**config.mk**
```make
export PLATFORM = sky130hd
export DESIGN_NAME = macc_top
export DESIGN_NICKNAME = d
export VERILOG_FILES = /design/src/macc_pkg.sv /design/src/macc_top.sv /design/src/macc_pipeline.sv /design/src/operand_fifo.sv /design/src/apb_macc_regs.sv
export SDC_FILE = /design/constraint.sdc
export NUM_CORES = 1
export LEC_CHECK = 0
export ABC_AREA = 1
export BUFFER_PORTS_ARGS = -buffer_cell sky130_fd_sc_hd__buf_2
export CORE_ASPECT_RATIO = 1.75
export CORE_MARGIN = 2
export CORE_UTILIZATION = 60
export CTS_CLUSTER_SIZE = 14
export DETAILED_ROUTE_END_ITERATION = 16
export MAX_ROUTING_LAYER = met4
export PLACE_DENSITY = 0.8
export SLEW_MARGIN = 20
export SYNTH_ARGS = -nofsm -noshare
export SYNTH_HDL_FRONTEND = slang
export SYNTH_SLANG_ARGS = --single-unit
```
**constraint.sdc**
```tcl
create_clock -name clk -period 7.7 [get_ports clk]
set_input_delay 1.54 -clock clk [delete_from_list [all_inputs] [get_ports clk]]
set_output_delay 1.54 -clock clk [all_outputs]
set_load 0.01 [all_outputs]
```
**src/macc_pkg.sv**
```systemverilog
// Widths are fixed here; fifo_depth must stay a power of two so the FIFO pointers wrap on their own
package macc_pkg;

	// Operand and accumulator widths
	localparam int sample_width = 16;
	localparam int prod_width = 2 * sample_width;
	localparam int acc_width = 40;

	// Operand FIFO sizing
	localparam int fifo_depth = 8;
	localparam int ptr_width = 3;
	// Count has to hold 0 through fifo_depth inclusive
	localparam int count_width = 4;

	// APB bus widths
	localparam int addr_width = 8;
	localparam int data_width = 32;

	// Register map, byte addresses
	// Write pushes op_mac, a in [15:0], b in [31:16]
	localparam logic [addr_width-1:0] addr_operand = 8'h00;
	// Write pushes op_load, same operand layout
	localparam logic [addr_width-1:0] addr_load = 8'h04;
	// Bit 0 run, bit 1 requests a clear push
	localparam logic [addr_width-1:0] addr_ctrl = 8'h08;
	// Read only FIFO and pipeline status
	localparam logic [addr_width-1:0] addr_status = 8'h0C;
	// Accumulator low word
	localparam logic [addr_width-1:0] addr_acc_lo = 8'h10;
	// Accumulator top byte, sign extended
	localparam logic [addr_width-1:0] addr_acc_hi = 8'h14;

	// Status word bit positions
	localparam int status_empty_bit = 4;
	localparam int status_full_bit = 5;
	localparam int status_busy_bit = 6;
	localparam int status_ovf_bit = 7;

	// Saturation limits of the signed accumulator
	localparam logic signed [acc_width-1:0] acc_max = {1'b0, {(acc_width - 1){1'b1}}};
	localparam logic signed [acc_width-1:0] acc_min = {1'b1, {(acc_width - 1){1'b0}}};

	// Command opcodes carried through the FIFO and the pipeline
	typedef enum logic [1:0] {
		// Accumulator plus product
		op_mac = 2'd0,
		// Accumulator takes the product
		op_load = 2'd1,
		// Accumulator and overflow go to zero
		op_clear = 2'd2
	} macc_op_e;

endpackage
```
**src/macc_top.sv**
```systemverilog
// Top level of the APB MAC engine; APB slave without wait states, strobes or protection
`timescale 1ns/10ps

module macc_top (
	input  logic                             clk,
	input  logic                             rst,
	input  logic                             psel,
	input  logic                             penable,
	input  logic                             pwrite,
	input  logic [macc_pkg::addr_width-1:0]  paddr,
	input  logic [macc_pkg::data_width-1:0]  pwdata,
	output logic [macc_pkg::data_width-1:0]  prdata,
	output logic                             pready,
	output logic                             pslverr
);

	// Register block to FIFO
	logic                                     push;
	macc_pkg::macc_op_e                       push_op;
	logic signed [macc_pkg::sample_width-1:0] push_a;
	logic signed [macc_pkg::sample_width-1:0] push_b;
	logic                                     full;
	logic                                     empty;
	logic [macc_pkg::count_width-1:0]         count;

	// FIFO to pipeline
	logic                                     pop;
	macc_pkg::macc_op_e                       pop_op;
	logic signed [macc_pkg::sample_width-1:0] pop_a;
	logic signed [macc_pkg::sample_width-1:0] pop_b;

	// Pipeline back to register block
	logic                                     run;
	logic signed [macc_pkg::acc_width-1:0]    acc;
	logic                                     overflow;
	logic                                     pipe_busy;

	// Producer
	apb_macc_regs i_regs (
		.clk       (clk),
		.rst       (rst),
		.psel      (psel),
		.penable   (penable),
		.pwrite    (pwrite),
		.paddr     (paddr),
		.pwdata    (pwdata),
		.prdata    (prdata),
		.pready    (pready),
		.pslverr   (pslverr),
		.push      (push),
		.push_op   (push_op),
		.push_a    (push_a),
		.push_b    (push_b),
		.run       (run),
		.full      (full),
		.empty     (empty),
		.count     (count),
		.acc       (acc),
		.overflow  (overflow),
		.pipe_busy (pipe_busy)
	);

	// Buffer
	operand_fifo i_fifo (
		.clk     (clk),
		.rst     (rst),
		.push    (push),
		.push_op (push_op),
		.push_a  (push_a),
		.push_b  (push_b),
		.pop     (pop),
		.pop_op  (pop_op),
		.pop_a   (pop_a),
		.pop_b   (pop_b),
		.full    (full),
		.empty   (empty),
		.count   (count)
	);

	// Consumer
	macc_pipeline i_pipe (
		.clk       (clk),
		.rst       (rst),
		.run       (run),
		.empty     (empty),
		.pop_op    (pop_op),
		.pop_a     (pop_a),
		.pop_b     (pop_b),
		.pop       (pop),
		.acc       (acc),
		.overflow  (overflow),
		.pipe_busy (pipe_busy)
	);

endmodule

```
**src/macc_pipeline.sv**
```systemverilog
// Three-stage signed MAC with saturating 40-bit accumulator; pops the FIFO whenever run is set
`timescale 1ns/10ps

module macc_pipeline (
	input  logic                                     clk,
	input  logic                                     rst,
	input  logic                                     run,
	input  logic                                     empty,
	input  macc_pkg::macc_op_e                       pop_op,
	input  logic signed [macc_pkg::sample_width-1:0] pop_a,
	input  logic signed [macc_pkg::sample_width-1:0] pop_b,
	output logic                                     pop,
	output logic signed [macc_pkg::acc_width-1:0]    acc,
	output logic                                     overflow,
	output logic                                     pipe_busy
);

	// Stage 1, registered operands
	logic                                     s1_valid;
	macc_pkg::macc_op_e                       s1_op;
	logic signed [macc_pkg::sample_width-1:0] a_reg;
	logic signed [macc_pkg::sample_width-1:0] b_reg;

	// Stage 2, registered product
	logic                                     s2_valid;
	macc_pkg::macc_op_e                       s2_op;
	logic signed [macc_pkg::prod_width-1:0]   mult_reg;

	// Stage 3 guard arithmetic, one bit wider than acc
	logic signed [macc_pkg::acc_width:0] acc_ext;
	logic signed [macc_pkg::acc_width:0] prod_ext;
	logic signed [macc_pkg::acc_width:0] sum;
	logic                                out_of_range;

	// Take one entry per cycle while running
	assign pop = run & ~empty;

	// Valid bits
	always_ff @(posedge clk) begin
		if (rst) begin
			s1_valid <= 1'b0;
			s2_valid <= 1'b0;
		end else begin
			s1_valid <= pop;
			s2_valid <= s1_valid;
		end
	end

	// Payload stages
	always_ff @(posedge clk) begin
		s1_op <= pop_op;
		a_reg <= pop_a;
		b_reg <= pop_b;
		s2_op <= s1_op;
		// Full 32-bit signed product
		mult_reg <= a_reg * b_reg;
	end

	// Next accumulator value before saturation
	always_comb begin
		acc_ext = {acc[macc_pkg::acc_width-1], acc};
		prod_ext = mult_reg;
		case (s2_op)
			macc_pkg::op_mac: begin
				// Saturated value is held until a load or clear
				if (overflow) begin
					sum = acc_ext;
				end else begin
					sum = acc_ext + prod_ext;
				end
			end
			macc_pkg::op_load: sum = prod_ext;
			macc_pkg::op_clear: sum = '0;
			default: sum = acc_ext;
		endcase
	end

	// Guard bit disagreeing with the sign means the 40-bit range was left
	assign out_of_range = sum[macc_pkg::acc_width] ^ sum[macc_pkg::acc_width-1];

	// Accumulate stage
	always_ff @(posedge clk) begin
		if (rst) begin
			acc <= '0;
			overflow <= 1'b0;
		end else if (s2_valid) begin
			if (out_of_range) begin
				// Clamp to the nearest limit
				acc <= sum[macc_pkg::acc_width] ? macc_pkg::acc_min : macc_pkg::acc_max;
			end else begin
				acc <= sum[macc_pkg::acc_width-1:0];
			end
			// Sticky across macs, dropped by load and clear
			overflow <= ((s2_op == macc_pkg::op_mac) & overflow) | out_of_range;
		end
	end

	// Entries still on their way to acc
	assign pipe_busy = s1_valid | s2_valid;

endmodule

```
**src/operand_fifo.sv**
```systemverilog
// Synchronous FIFO; the caller must not push when full nor pop when empty, contents are not reset
`timescale 1ns/10ps

module operand_fifo (
	input  logic                                     clk,
	input  logic                                     rst,
	input  logic                                     push,
	input  macc_pkg::macc_op_e                       push_op,
	input  logic signed [macc_pkg::sample_width-1:0] push_a,
	input  logic signed [macc_pkg::sample_width-1:0] push_b,
	input  logic                                     pop,
	output macc_pkg::macc_op_e                       pop_op,
	output logic signed [macc_pkg::sample_width-1:0] pop_a,
	output logic signed [macc_pkg::sample_width-1:0] pop_b,
	output logic                                     full,
	output logic                                     empty,
	output logic [macc_pkg::count_width-1:0]         count
);

	// Storage, one slot per entry
	macc_pkg::macc_op_e                       op_mem [macc_pkg::fifo_depth];
	logic signed [macc_pkg::sample_width-1:0] a_mem [macc_pkg::fifo_depth];
	logic signed [macc_pkg::sample_width-1:0] b_mem [macc_pkg::fifo_depth];

	// Pointers wrap naturally at fifo_depth
	logic [macc_pkg::ptr_width-1:0] wr_ptr;
	logic [macc_pkg::ptr_width-1:0] rd_ptr;

	// Write side
	always_ff @(posedge clk) begin
		if (push) begin
			op_mem[wr_ptr] <= push_op;
			a_mem[wr_ptr] <= push_a;
			b_mem[wr_ptr] <= push_b;
		end
	end

	// Pointer and occupancy tracking
	always_ff @(posedge clk) begin
		if (rst) begin
			wr_ptr <= '0;
			rd_ptr <= '0;
			count <= '0;
		end else begin
			if (push) begin
				wr_ptr <= wr_ptr + 1'b1;
			end
			if (pop) begin
				rd_ptr <= rd_ptr + 1'b1;
			end
			// Simultaneous push and pop leaves count alone
			case ({push, pop})
				2'b10: count <= count + 1'b1;
				2'b01: count <= count - 1'b1;
				default: count <= count;
			endcase
		end
	end

	// Head entry always visible
	assign pop_op = op_mem[rd_ptr];
	assign pop_a = a_mem[rd_ptr];
	assign pop_b = b_mem[rd_ptr];

	assign empty = (count == '0);
	assign full = (count == macc_pkg::count_width'(macc_pkg::fifo_depth));

endmodule

```
**src/apb_macc_regs.sv**
```systemverilog
// APB slave with no wait states; pslverr on unmapped addresses or a push into a full FIFO, no strobes
`timescale 1ns/10ps

module apb_macc_regs (
	input  logic                                   clk,
	input  logic                                   rst,
	input  logic                                   psel,
	input  logic                                   penable,
	input  logic                                   pwrite,
	input  logic [macc_pkg::addr_width-1:0]        paddr,
	input  logic [macc_pkg::data_width-1:0]        pwdata,
	output logic [macc_pkg::data_width-1:0]        prdata,
	output logic                                   pready,
	output logic                                   pslverr,
	output logic                                   push,
	output macc_pkg::macc_op_e                     push_op,
	output logic signed [macc_pkg::sample_width-1:0] push_a,
	output logic signed [macc_pkg::sample_width-1:0] push_b,
	output logic                                   run,
	input  logic                                   full,
	input  logic                                   empty,
	input  logic [macc_pkg::count_width-1:0]       count,
	input  logic signed [macc_pkg::acc_width-1:0]  acc,
	input  logic                                   overflow,
	input  logic                                   pipe_busy
);

	// Access phase qualifiers
	logic access;
	logic wr_access;
	logic rd_access;

	// One-hot address decode
	logic sel_operand;
	logic sel_load;
	logic sel_ctrl;
	logic sel_status;
	logic sel_acc_lo;
	logic sel_acc_hi;
	logic mapped;

	logic need_push;
	logic reject;
	logic [macc_pkg::data_width-1:0] status_word;

	// No wait states ever
	assign pready = 1'b1;

	// Writes and reads act only in the access phase
	assign access = psel & penable;
	assign wr_access = access & pwrite;
	assign rd_access = access & ~pwrite;

	assign sel_operand = (paddr == macc_pkg::addr_operand);
	assign sel_load = (paddr == macc_pkg::addr_load);
	assign sel_ctrl = (paddr == macc_pkg::addr_ctrl);
	assign sel_status = (paddr == macc_pkg::addr_status);
	assign sel_acc_lo = (paddr == macc_pkg::addr_acc_lo);
	assign sel_acc_hi = (paddr == macc_pkg::addr_acc_hi);
	assign mapped = sel_operand | sel_load | sel_ctrl | sel_status | sel_acc_lo | sel_acc_hi;

	// Operand and load writes always push, CTRL only when the clear bit is set
	assign need_push = wr_access & (sel_operand | sel_load | (sel_ctrl & pwdata[1]));

	// Failing writes change nothing, run included
	assign reject = access & (~mapped | (need_push & full));
	assign pslverr = reject;

	// FIFO sees a push only when there is room
	assign push = need_push & ~full;

	always_comb begin
		if (sel_load) begin
			push_op = macc_pkg::op_load;
		end else if (sel_ctrl) begin
			push_op = macc_pkg::op_clear;
		end else begin
			push_op = macc_pkg::op_mac;
		end
	end

	// Operand layout: a low half, b high half
	// ignored by clear commands
	assign push_a = pwdata[macc_pkg::sample_width-1:0];
	assign push_b = pwdata[2*macc_pkg::sample_width-1:macc_pkg::sample_width];

	// Run bit
	always_ff @(posedge clk) begin
		if (rst) begin
			run <= 1'b0;
		end else if (wr_access && sel_ctrl && !reject) begin
			run <= pwdata[0];
		end
	end

	// Status word assembly
	always_comb begin
		status_word = '0;
		status_word[macc_pkg::count_width-1:0] = count;
		status_word[macc_pkg::status_empty_bit] = empty;
		status_word[macc_pkg::status_full_bit] = full;
		// Busy until the FIFO drains and the last entry has landed
		status_word[macc_pkg::status_busy_bit] = ~empty | pipe_busy;
		status_word[macc_pkg::status_ovf_bit] = overflow;
	end

	// Read mux, zero outside a read access
	always_comb begin
		prdata = '0;
		if (rd_access) begin
			if (sel_ctrl) begin
				prdata[0] = run;
			end else if (sel_status) begin
				prdata = status_word;
			end else if (sel_acc_lo) begin
				prdata = acc[macc_pkg::data_width-1:0];
			end else if (sel_acc_hi) begin
				// Top byte sign extended to a full word
				prdata = {{(2 * macc_pkg::data_width - macc_pkg::acc_width){acc[macc_pkg::acc_width-1]}},
					acc[macc_pkg::acc_width-1:macc_pkg::data_width]};
			end
		end
	end

endmodule

```
==> After elaboration in Yosys (flattened, before gate mapping) <==
Memory sizes are Yosys's and may differ from the RTL's. A register that Yosys moved wholly into a read port is not among the register bits.
Index checks and enable logic that the tools add are counted.
{ "totals": {"reg_bits": 88, "mem_bits_rw": 272, "output_inout_bits": 34, "memories": 3} }
{ "op_classes": {"add_sub_neg": 5, "multipliers": 1, "n_eq_ne": 11, "n_mux": 15, "n_bitwise": 25, "reduce_logical": 9} }
{ "memory_table": {"columns": ["name", "words", "word_bits", "read_ports", "rd_ports_with_merged_regs", "wr", "line_no", "source"], "rows": [
  ["i_fifo.a_mem", 8, 16, 1, 1, 1, "operand_fifo.sv:22", "logic signed [macc_pkg::sample_width-1:0] a_mem [macc_pkg::fifo_depth];"],
  ["i_fifo.b_mem", 8, 16, 1, 1, 1, "operand_fifo.sv:23", "logic signed [macc_pkg::sample_width-1:0] b_mem [macc_pkg::fifo_depth];"],
  ["i_fifo.op_mem", 8, 2, 1, 1, 1, "operand_fifo.sv:21", "macc_pkg::macc_op_e op_mem [macc_pkg::fifo_depth];"]
]} }
{ "op_table": {"columns": ["cell", "n"], "rows": [
  ["32-bit 2-to-1 mux", 4],
  ["41-bit one-hot mux with 3 select lines", 1],
  ["40-bit 2-to-1 mux", 2],
  ["40-bit by 32-bit adder with 41-bit output", 1],
  ["41-bit 2-to-1 mux", 1],
  ["16-bit by 16-bit multiplier with 32-bit output", 1],
  ["31-bit 2-to-1 mux", 1],
  ["8-bit by 4-bit == test with 1-bit output, second input constant", 2],
  ["8-bit by 5-bit == test with 1-bit output, second input constant", 2],
  ["1-bit bitwise AND", 10],
  ["1-bit bitwise OR", 10],
  ["8-bit by 3-bit == test with 1-bit output, second input constant", 1],
  ["8-bit logical NOT", 1],
  ["4-bit one-hot mux with 2 select lines", 1],
  ["3-bit by 1-bit adder with 3-bit output, second input constant", 2],
  ["4-bit by 1-bit adder with 4-bit output, second input constant", 1],
  ["2-bit by 1-bit == test with 1-bit output, second input constant", 2],
  ["2-bit == test, second input constant", 2],
  ["4-bit == test, second input constant", 1],
  ["4-bit logical NOT", 1],
  ["2-bit 2-to-1 mux", 2],
  ["1-bit NOT", 4],
  ["4-bit nonzero test", 1],
  ["4-bit by 1-bit subtractor with 4-bit output, second input constant", 1],
  ["8 further kinds", 11]
]} }

==> Logic depth before layout (Yosys ltp) <==
{ "depth": {"depth_word": 11, "mapped_depth": 31} }

==> Modules after synthesis <==
From an unflattened synthesis, not the netlist that was laid out.
{ "hier_totals": {"cells_unflattened": 3402, "hier_area_um2": 29326.9} }
{ "modules_own_cells": {"columns": ["module", "n_inst", "cells_each", "area_each_um2", "seq_area_each_um2"], "rows": [
  ["macc_pipeline", 1, 2348, 17043.8, 2222.1],
  ["operand_fifo", 1, 854, 11258.3, 8428.1],
  ["apb_macc_regs", 1, 200, 1024.7, 20.0]
]} }

==> Worst setup path after synthesis <==
OpenSTA, ideal clock, no wires.
{ "synth_path": {"path_kind": "input to register", "startpoint": "in paddr[7] (netlist name)", "endpoint": "mem i_fifo.a_mem[1][0] (netlist name), enable pin", "arrival_time_ps": 5193, "required_time_ps": 7232, "path_slack_ps": 2039, "cell_stages": 11, "path_buffers": 0, "cell_sequence": "nor2_1 nand3_1 nor3_2 nand2_1 nand2_1 nand2_1 nor2_1 inv_2 nor2_1 inv_2 nor3_1"} }
{ "synth_between": {"elab_chain_len": 7, "word_cells_on_any_way": 10, "cone_classes": "2 x eq/ne; 2 x mux; 5 x bitwise; 1 x reduce/logical"} }
{ "synth_lines": {"columns": ["element", "line_no", "source"], "rows": [
  ["start, declared", "macc_top.sv:10", "input logic [macc_pkg::addr_width-1:0] paddr,"],
  ["8-bit by 3-bit == test with 1-bit output, or another cell as far along", "apb_macc_regs.sv:55", "assign sel_load = (paddr == macc_pkg::addr_load);"],
  ["1-bit bitwise OR / 1-bit bitwise AND (equally long branches)", "apb_macc_regs.sv:63", "assign need_push = wr_access & (sel_operand | sel_load | (sel_ctrl & pwdata[1]));"],
  ["1-bit bitwise OR *", "apb_macc_regs.sv:63", null],
  ["1-bit bitwise AND *", "apb_macc_regs.sv:63", null],
  ["1-bit bitwise AND *", "apb_macc_regs.sv:70", "assign push = need_push & ~full;"],
  ["1-bit 2-to-1 mux *", "operand_fifo.sv:31", "if (push) begin"],
  ["1-bit 2-to-1 mux (not written as such) *", "operand_fifo.sv:33", "a_mem[wr_ptr] <= push_a;"],
  ["end, declared", "operand_fifo.sv:22", null]
]} }
Mark *: on every way between the ends. The rest lies on a longest branch, timed or not.

==> Worst setup path after layout <==
{ "layout_path": {"startpoint": "reg i_pipe.b_reg[4] (netlist name) (read register of i_fifo.b_mem)", "endpoint": "reg i_pipe.mult_reg[30] (netlist name)"} }
{ "layout_between": {"elab_chain_len": 1} }
{ "layout_lines": {"columns": ["element", "line_no", "source"], "rows": [
  ["start, declared", "macc_pipeline.sv:22", "logic signed [macc_pkg::sample_width-1:0] b_reg;"],
  ["16-bit by 16-bit multiplier with 32-bit output", "macc_pipeline.sv:56", "mult_reg <= a_reg * b_reg;"],
  ["end signal, assigned", "macc_pipeline.sv:56", null],
  ["end, declared", "macc_pipeline.sv:27", "logic signed [macc_pkg::prod_width-1:0] mult_reg;"]
]} }
Every way passes these cells.
A chain may end at the register's enable or synchronous reset.

==> metrics.md <==
| Metric | Value |
|---|---|
| Biggest area consumer among synthesized cells | edfxtp_1 |
| Slowest stage delay, CP | 0.79 ns |
| Max cap viols | 0 |
| Post-synth EDFFs | 272 |
| Global route overflow | 0 |
| Area of placed instances | 0.0297 mm² |
| CP Max Fanout | 16 |
| Worst Max-Slew Pin Slew | 1.05 ns |
| Clock latency on the worst-skew pair | 0.57 ns |
| Crit path capture type | register |
| # rows | 106 |
| Synth Area in Compound Gates | 0.0922 |
| Endpoints failing hold | 0 |
| DR vias | 22400 |
| Final setup fails | 0 |
| CTS Buf Count | 38 |
| Seq/Total Area, Yosys | 0.367 |
| # DRC | 0 |
| Mux contribution to synthesized area | 0 |
| Cells after Synth | 3390 |
| Top Registers | i_fifo.a_mem x128, i_fifo.b_mem x128, i_pipe.acc x39 |
| CTS clk-pin slew, worst paths | 0.07 ns |
| Wire per inst | 18.4 µm |
| Area Overhead vs Synth | 6.84% |
| 1st-pass router iterations | 7 |
| Top cells by area, synth | edfxtp_1 28%, fa_1 18%, nand2_1 8.7%, dfxtp_1 8.4%, inv_1 8.2% |
| First-pass GRT wire length | 115 mm |
| Multi-input logic area | 0.0154 mm² |
| Largest net degree at the start of global routing | 95 |
| Bufs on Longest Clock Path | 3 |
| Total power | 4.60 mW |
| RSZ-0062 raised after global routing | no |
| Hold buffers post-CTS | 0 |
| Setup_tns | 0 ns |
| Largest delay share family, worst path | adder cells |
| DIE AREA | 0.0501 mm² |
| Post-synthesis simple-gate area fraction | 0.188 |
| VDD IR max | 229 µV |
| Nets | 3821 |
| Syn Nets | 3826 |
| CTS tree | built |
| Largest family of logic cells by synthesized area | adder cells |
| Worst EP arrival | 6.58 ns |
| Setup Skew | 0.0474 ns |
| ANT nets after route | 0 |
| Vias in the first global route | 22700 |
| Die Y | 295 µm |
| Util after Layout | 0.648 |
| Area of the mapped netlist | 0.0289 mm² |
| Die width | 170 µm |
| Fraction of layout cells with a size suffix above 1 | 0.0911 |
| Post-CTS Resized | 0 |
| Critical-path cell list | nand2_1, fa_1, inv_1, fa_1, inv_1, fa_1, fa_1, inv_1, fa_1, inv_1, fa_1, inv_1, ha_1, a21oi_1, o21ai_0, a221oi_1, nand2_1, xor2_1 |
| Pre-CTS setup slack | 1.56 ns |
| Global Route Usage Sum | 0.309 |
| Root buf cell | clkbuf_16 |
| Period minus WS final | 6.13 ns |
| Status | complete, no violations |
| Synthesis Warnings | 0 |
| Setup bufs post-CTS | 0 |
| CTS H-tree lvls | 2 |
| Startpoint Class | register |
| WL final | 73.9 mm |
| Io pins | 79 |
| Leakage | 14.9 nW |
| Tcrit/Tclk final | 0.796 |
| Fillers | 3905 |
| Number of synthesized register bits | 394 |
| Initial antenna violation count | 1 |
| Final Slew Violations | 0 |
| Synth Area in Adders | 0.238 |
| Synth cell types | 52 |
| Most common cell on crit path | fa_1 |
| Fin area | 0.0309 mm² |
| Asr flop ratio synth | 0 |
| Worst hold path class | register to register |
| Prevailing post-synth register cell | edfxtp_1 |
| Slew margin rel. | 0.296 |
| Fin worst setup slack | 1.57 ns |
| Core ar. | 0.0477 mm² |
| Clock sink total | 394 |
| Fmax | 0.163 GHz |
| WS Path Type | register to register |
| Post-DP HPWL | 54.9 mm |
| Initial core utilization | 0.606 |
| RePlAce Congestion | 1.07 |
| Avg Cell Area, Syn | 8.54 µm² |
| Synth Area in XOR/XNOR | 0.0118 |
| Bufs and invs on worst path | 5 |
| DR vias/cell | 5.58 |
| WP data required | 8.15 ns |
| Slowest cell on crit path | dfxtp_1 |
| # diodes | 0 |
| Port buffer count | 77 |
| Share of the synthesized area in the top cell type | 0.282 |
| Pwr/cell area | 149 mW/mm² |
| Initial DRC count | 1355 |
| Reg area | 0.0106 mm² |
kinds of logic after synthesis:
family / count (synthesis)
buf+inv: 785
flops: 394
simple gates: 1313
xor+xnor: 39
other cells: 1
fa+ha+maj: 391
compound gates: 467
cell usage after synthesis, drive strengths merged, types with 2 or more instances:
cell type,instances
a211oi,2
a21o,3
a21oi,93
a22oi,3
a31oi,42
buf,21
clkbuf,122
clkinv,3
dfxtp,122
edfxtp,272
fa,264
ha,127
inv,639
nand2,682
nand3,75
nand3b,7
nand4,13
nor2,502
nor3,20
nor3b,2
nor4,2
o211ai,5
o21a,5
o21ai,265
o21bai,8
o22ai,34
or2,9
xnor2,13
xor2,26
cell type report:
class,count,area share
sequential,394,0.343
timing repair buffer,98,0.0176
clock buffer,55,0.0348
clock inverter,14,0.00534
multi-input combinational,2211,0.497
inverter,642,0.0780
tap,594,0.0240
layout by cell type, fill, tap and decap left out, types with 3 or more instances in the layout:
| cell type | instances |
|---|---|
| xor2_1 | 26 |
| a22oi_1 | 3 |
| nand2_1 | 674 |
| nor3_2 | 9 |
| a31oi_1 | 42 |
| nand3_1 | 70 |
| nand3_2 | 4 |
| clkinv_1 | 4 |
| buf_4 | 21 |
| inv_1 | 633 |
| clkbuf_8 | 4 |
| clkinv_2 | 4 |
| a21oi_1 | 93 |
| o211ai_1 | 5 |
| fa_1 | 264 |
| or2_2 | 9 |
| inv_6 | 3 |
| edfxtp_1 | 272 |
| dfxtp_1 | 120 |
| clkbuf_1 | 12 |
| o21ai_0 | 224 |
| ha_1 | 127 |
| nor3_1 | 11 |
| nor2_2 | 74 |
| xnor2_1 | 13 |
| nand2_2 | 8 |
| o21bai_1 | 8 |
| a21o_1 | 3 |
| clkbuf_16 | 39 |
| o22ai_1 | 34 |
| nor2_1 | 424 |
| inv_2 | 6 |
| nand4_1 | 12 |
| o21ai_2 | 39 |
| buf_2 | 77 |
| nand3b_1 | 7 |
| o21a_1 | 5 |
| nor2_4 | 3 |
worst paths after layout:
kind,to,slack (ns),start,depth (start not counted)
hold / removal,i_pipe.s2_op[1],0.35,i_pipe.s1_op[1],0
hold reg to reg,i_pipe.s2_op[1],0.35,i_pipe.s1_op[1],0
setup reg to reg,i_pipe.mult_reg[30],1.57,i_pipe.b_reg[4],18
setup / recovery,i_pipe.mult_reg[30],1.57,i_pipe.b_reg[4],18
power breakdown:
| part | leakage [nW] | switching (mW) | internal (mW) |
|---|---|---|---|
| Combinational | 10.9 | 0.278 | 0.145 |
| Clock | 0.598 | 0.816 | 1.05 |
| Sequential | 3.46 | 0.0296 | 2.28 |
routing by layer:
layer  GRT usage  wire (µm)
met3      0.0454       4130
met1       0.290      23900
met4       0.230       6450
met5           -          0
met2       0.563      39400
through the flow:
step | hold slack (ns) | cells
finish | 0.349 | 4008
global route | 0.352 | 4008
detailed placement | 0.326 | 3939
CTS | 0.346 | 4008
floorplan | 0.310 | 3390
global placement | 0.317 | 3939
Power figures use the tool's default switching activity.
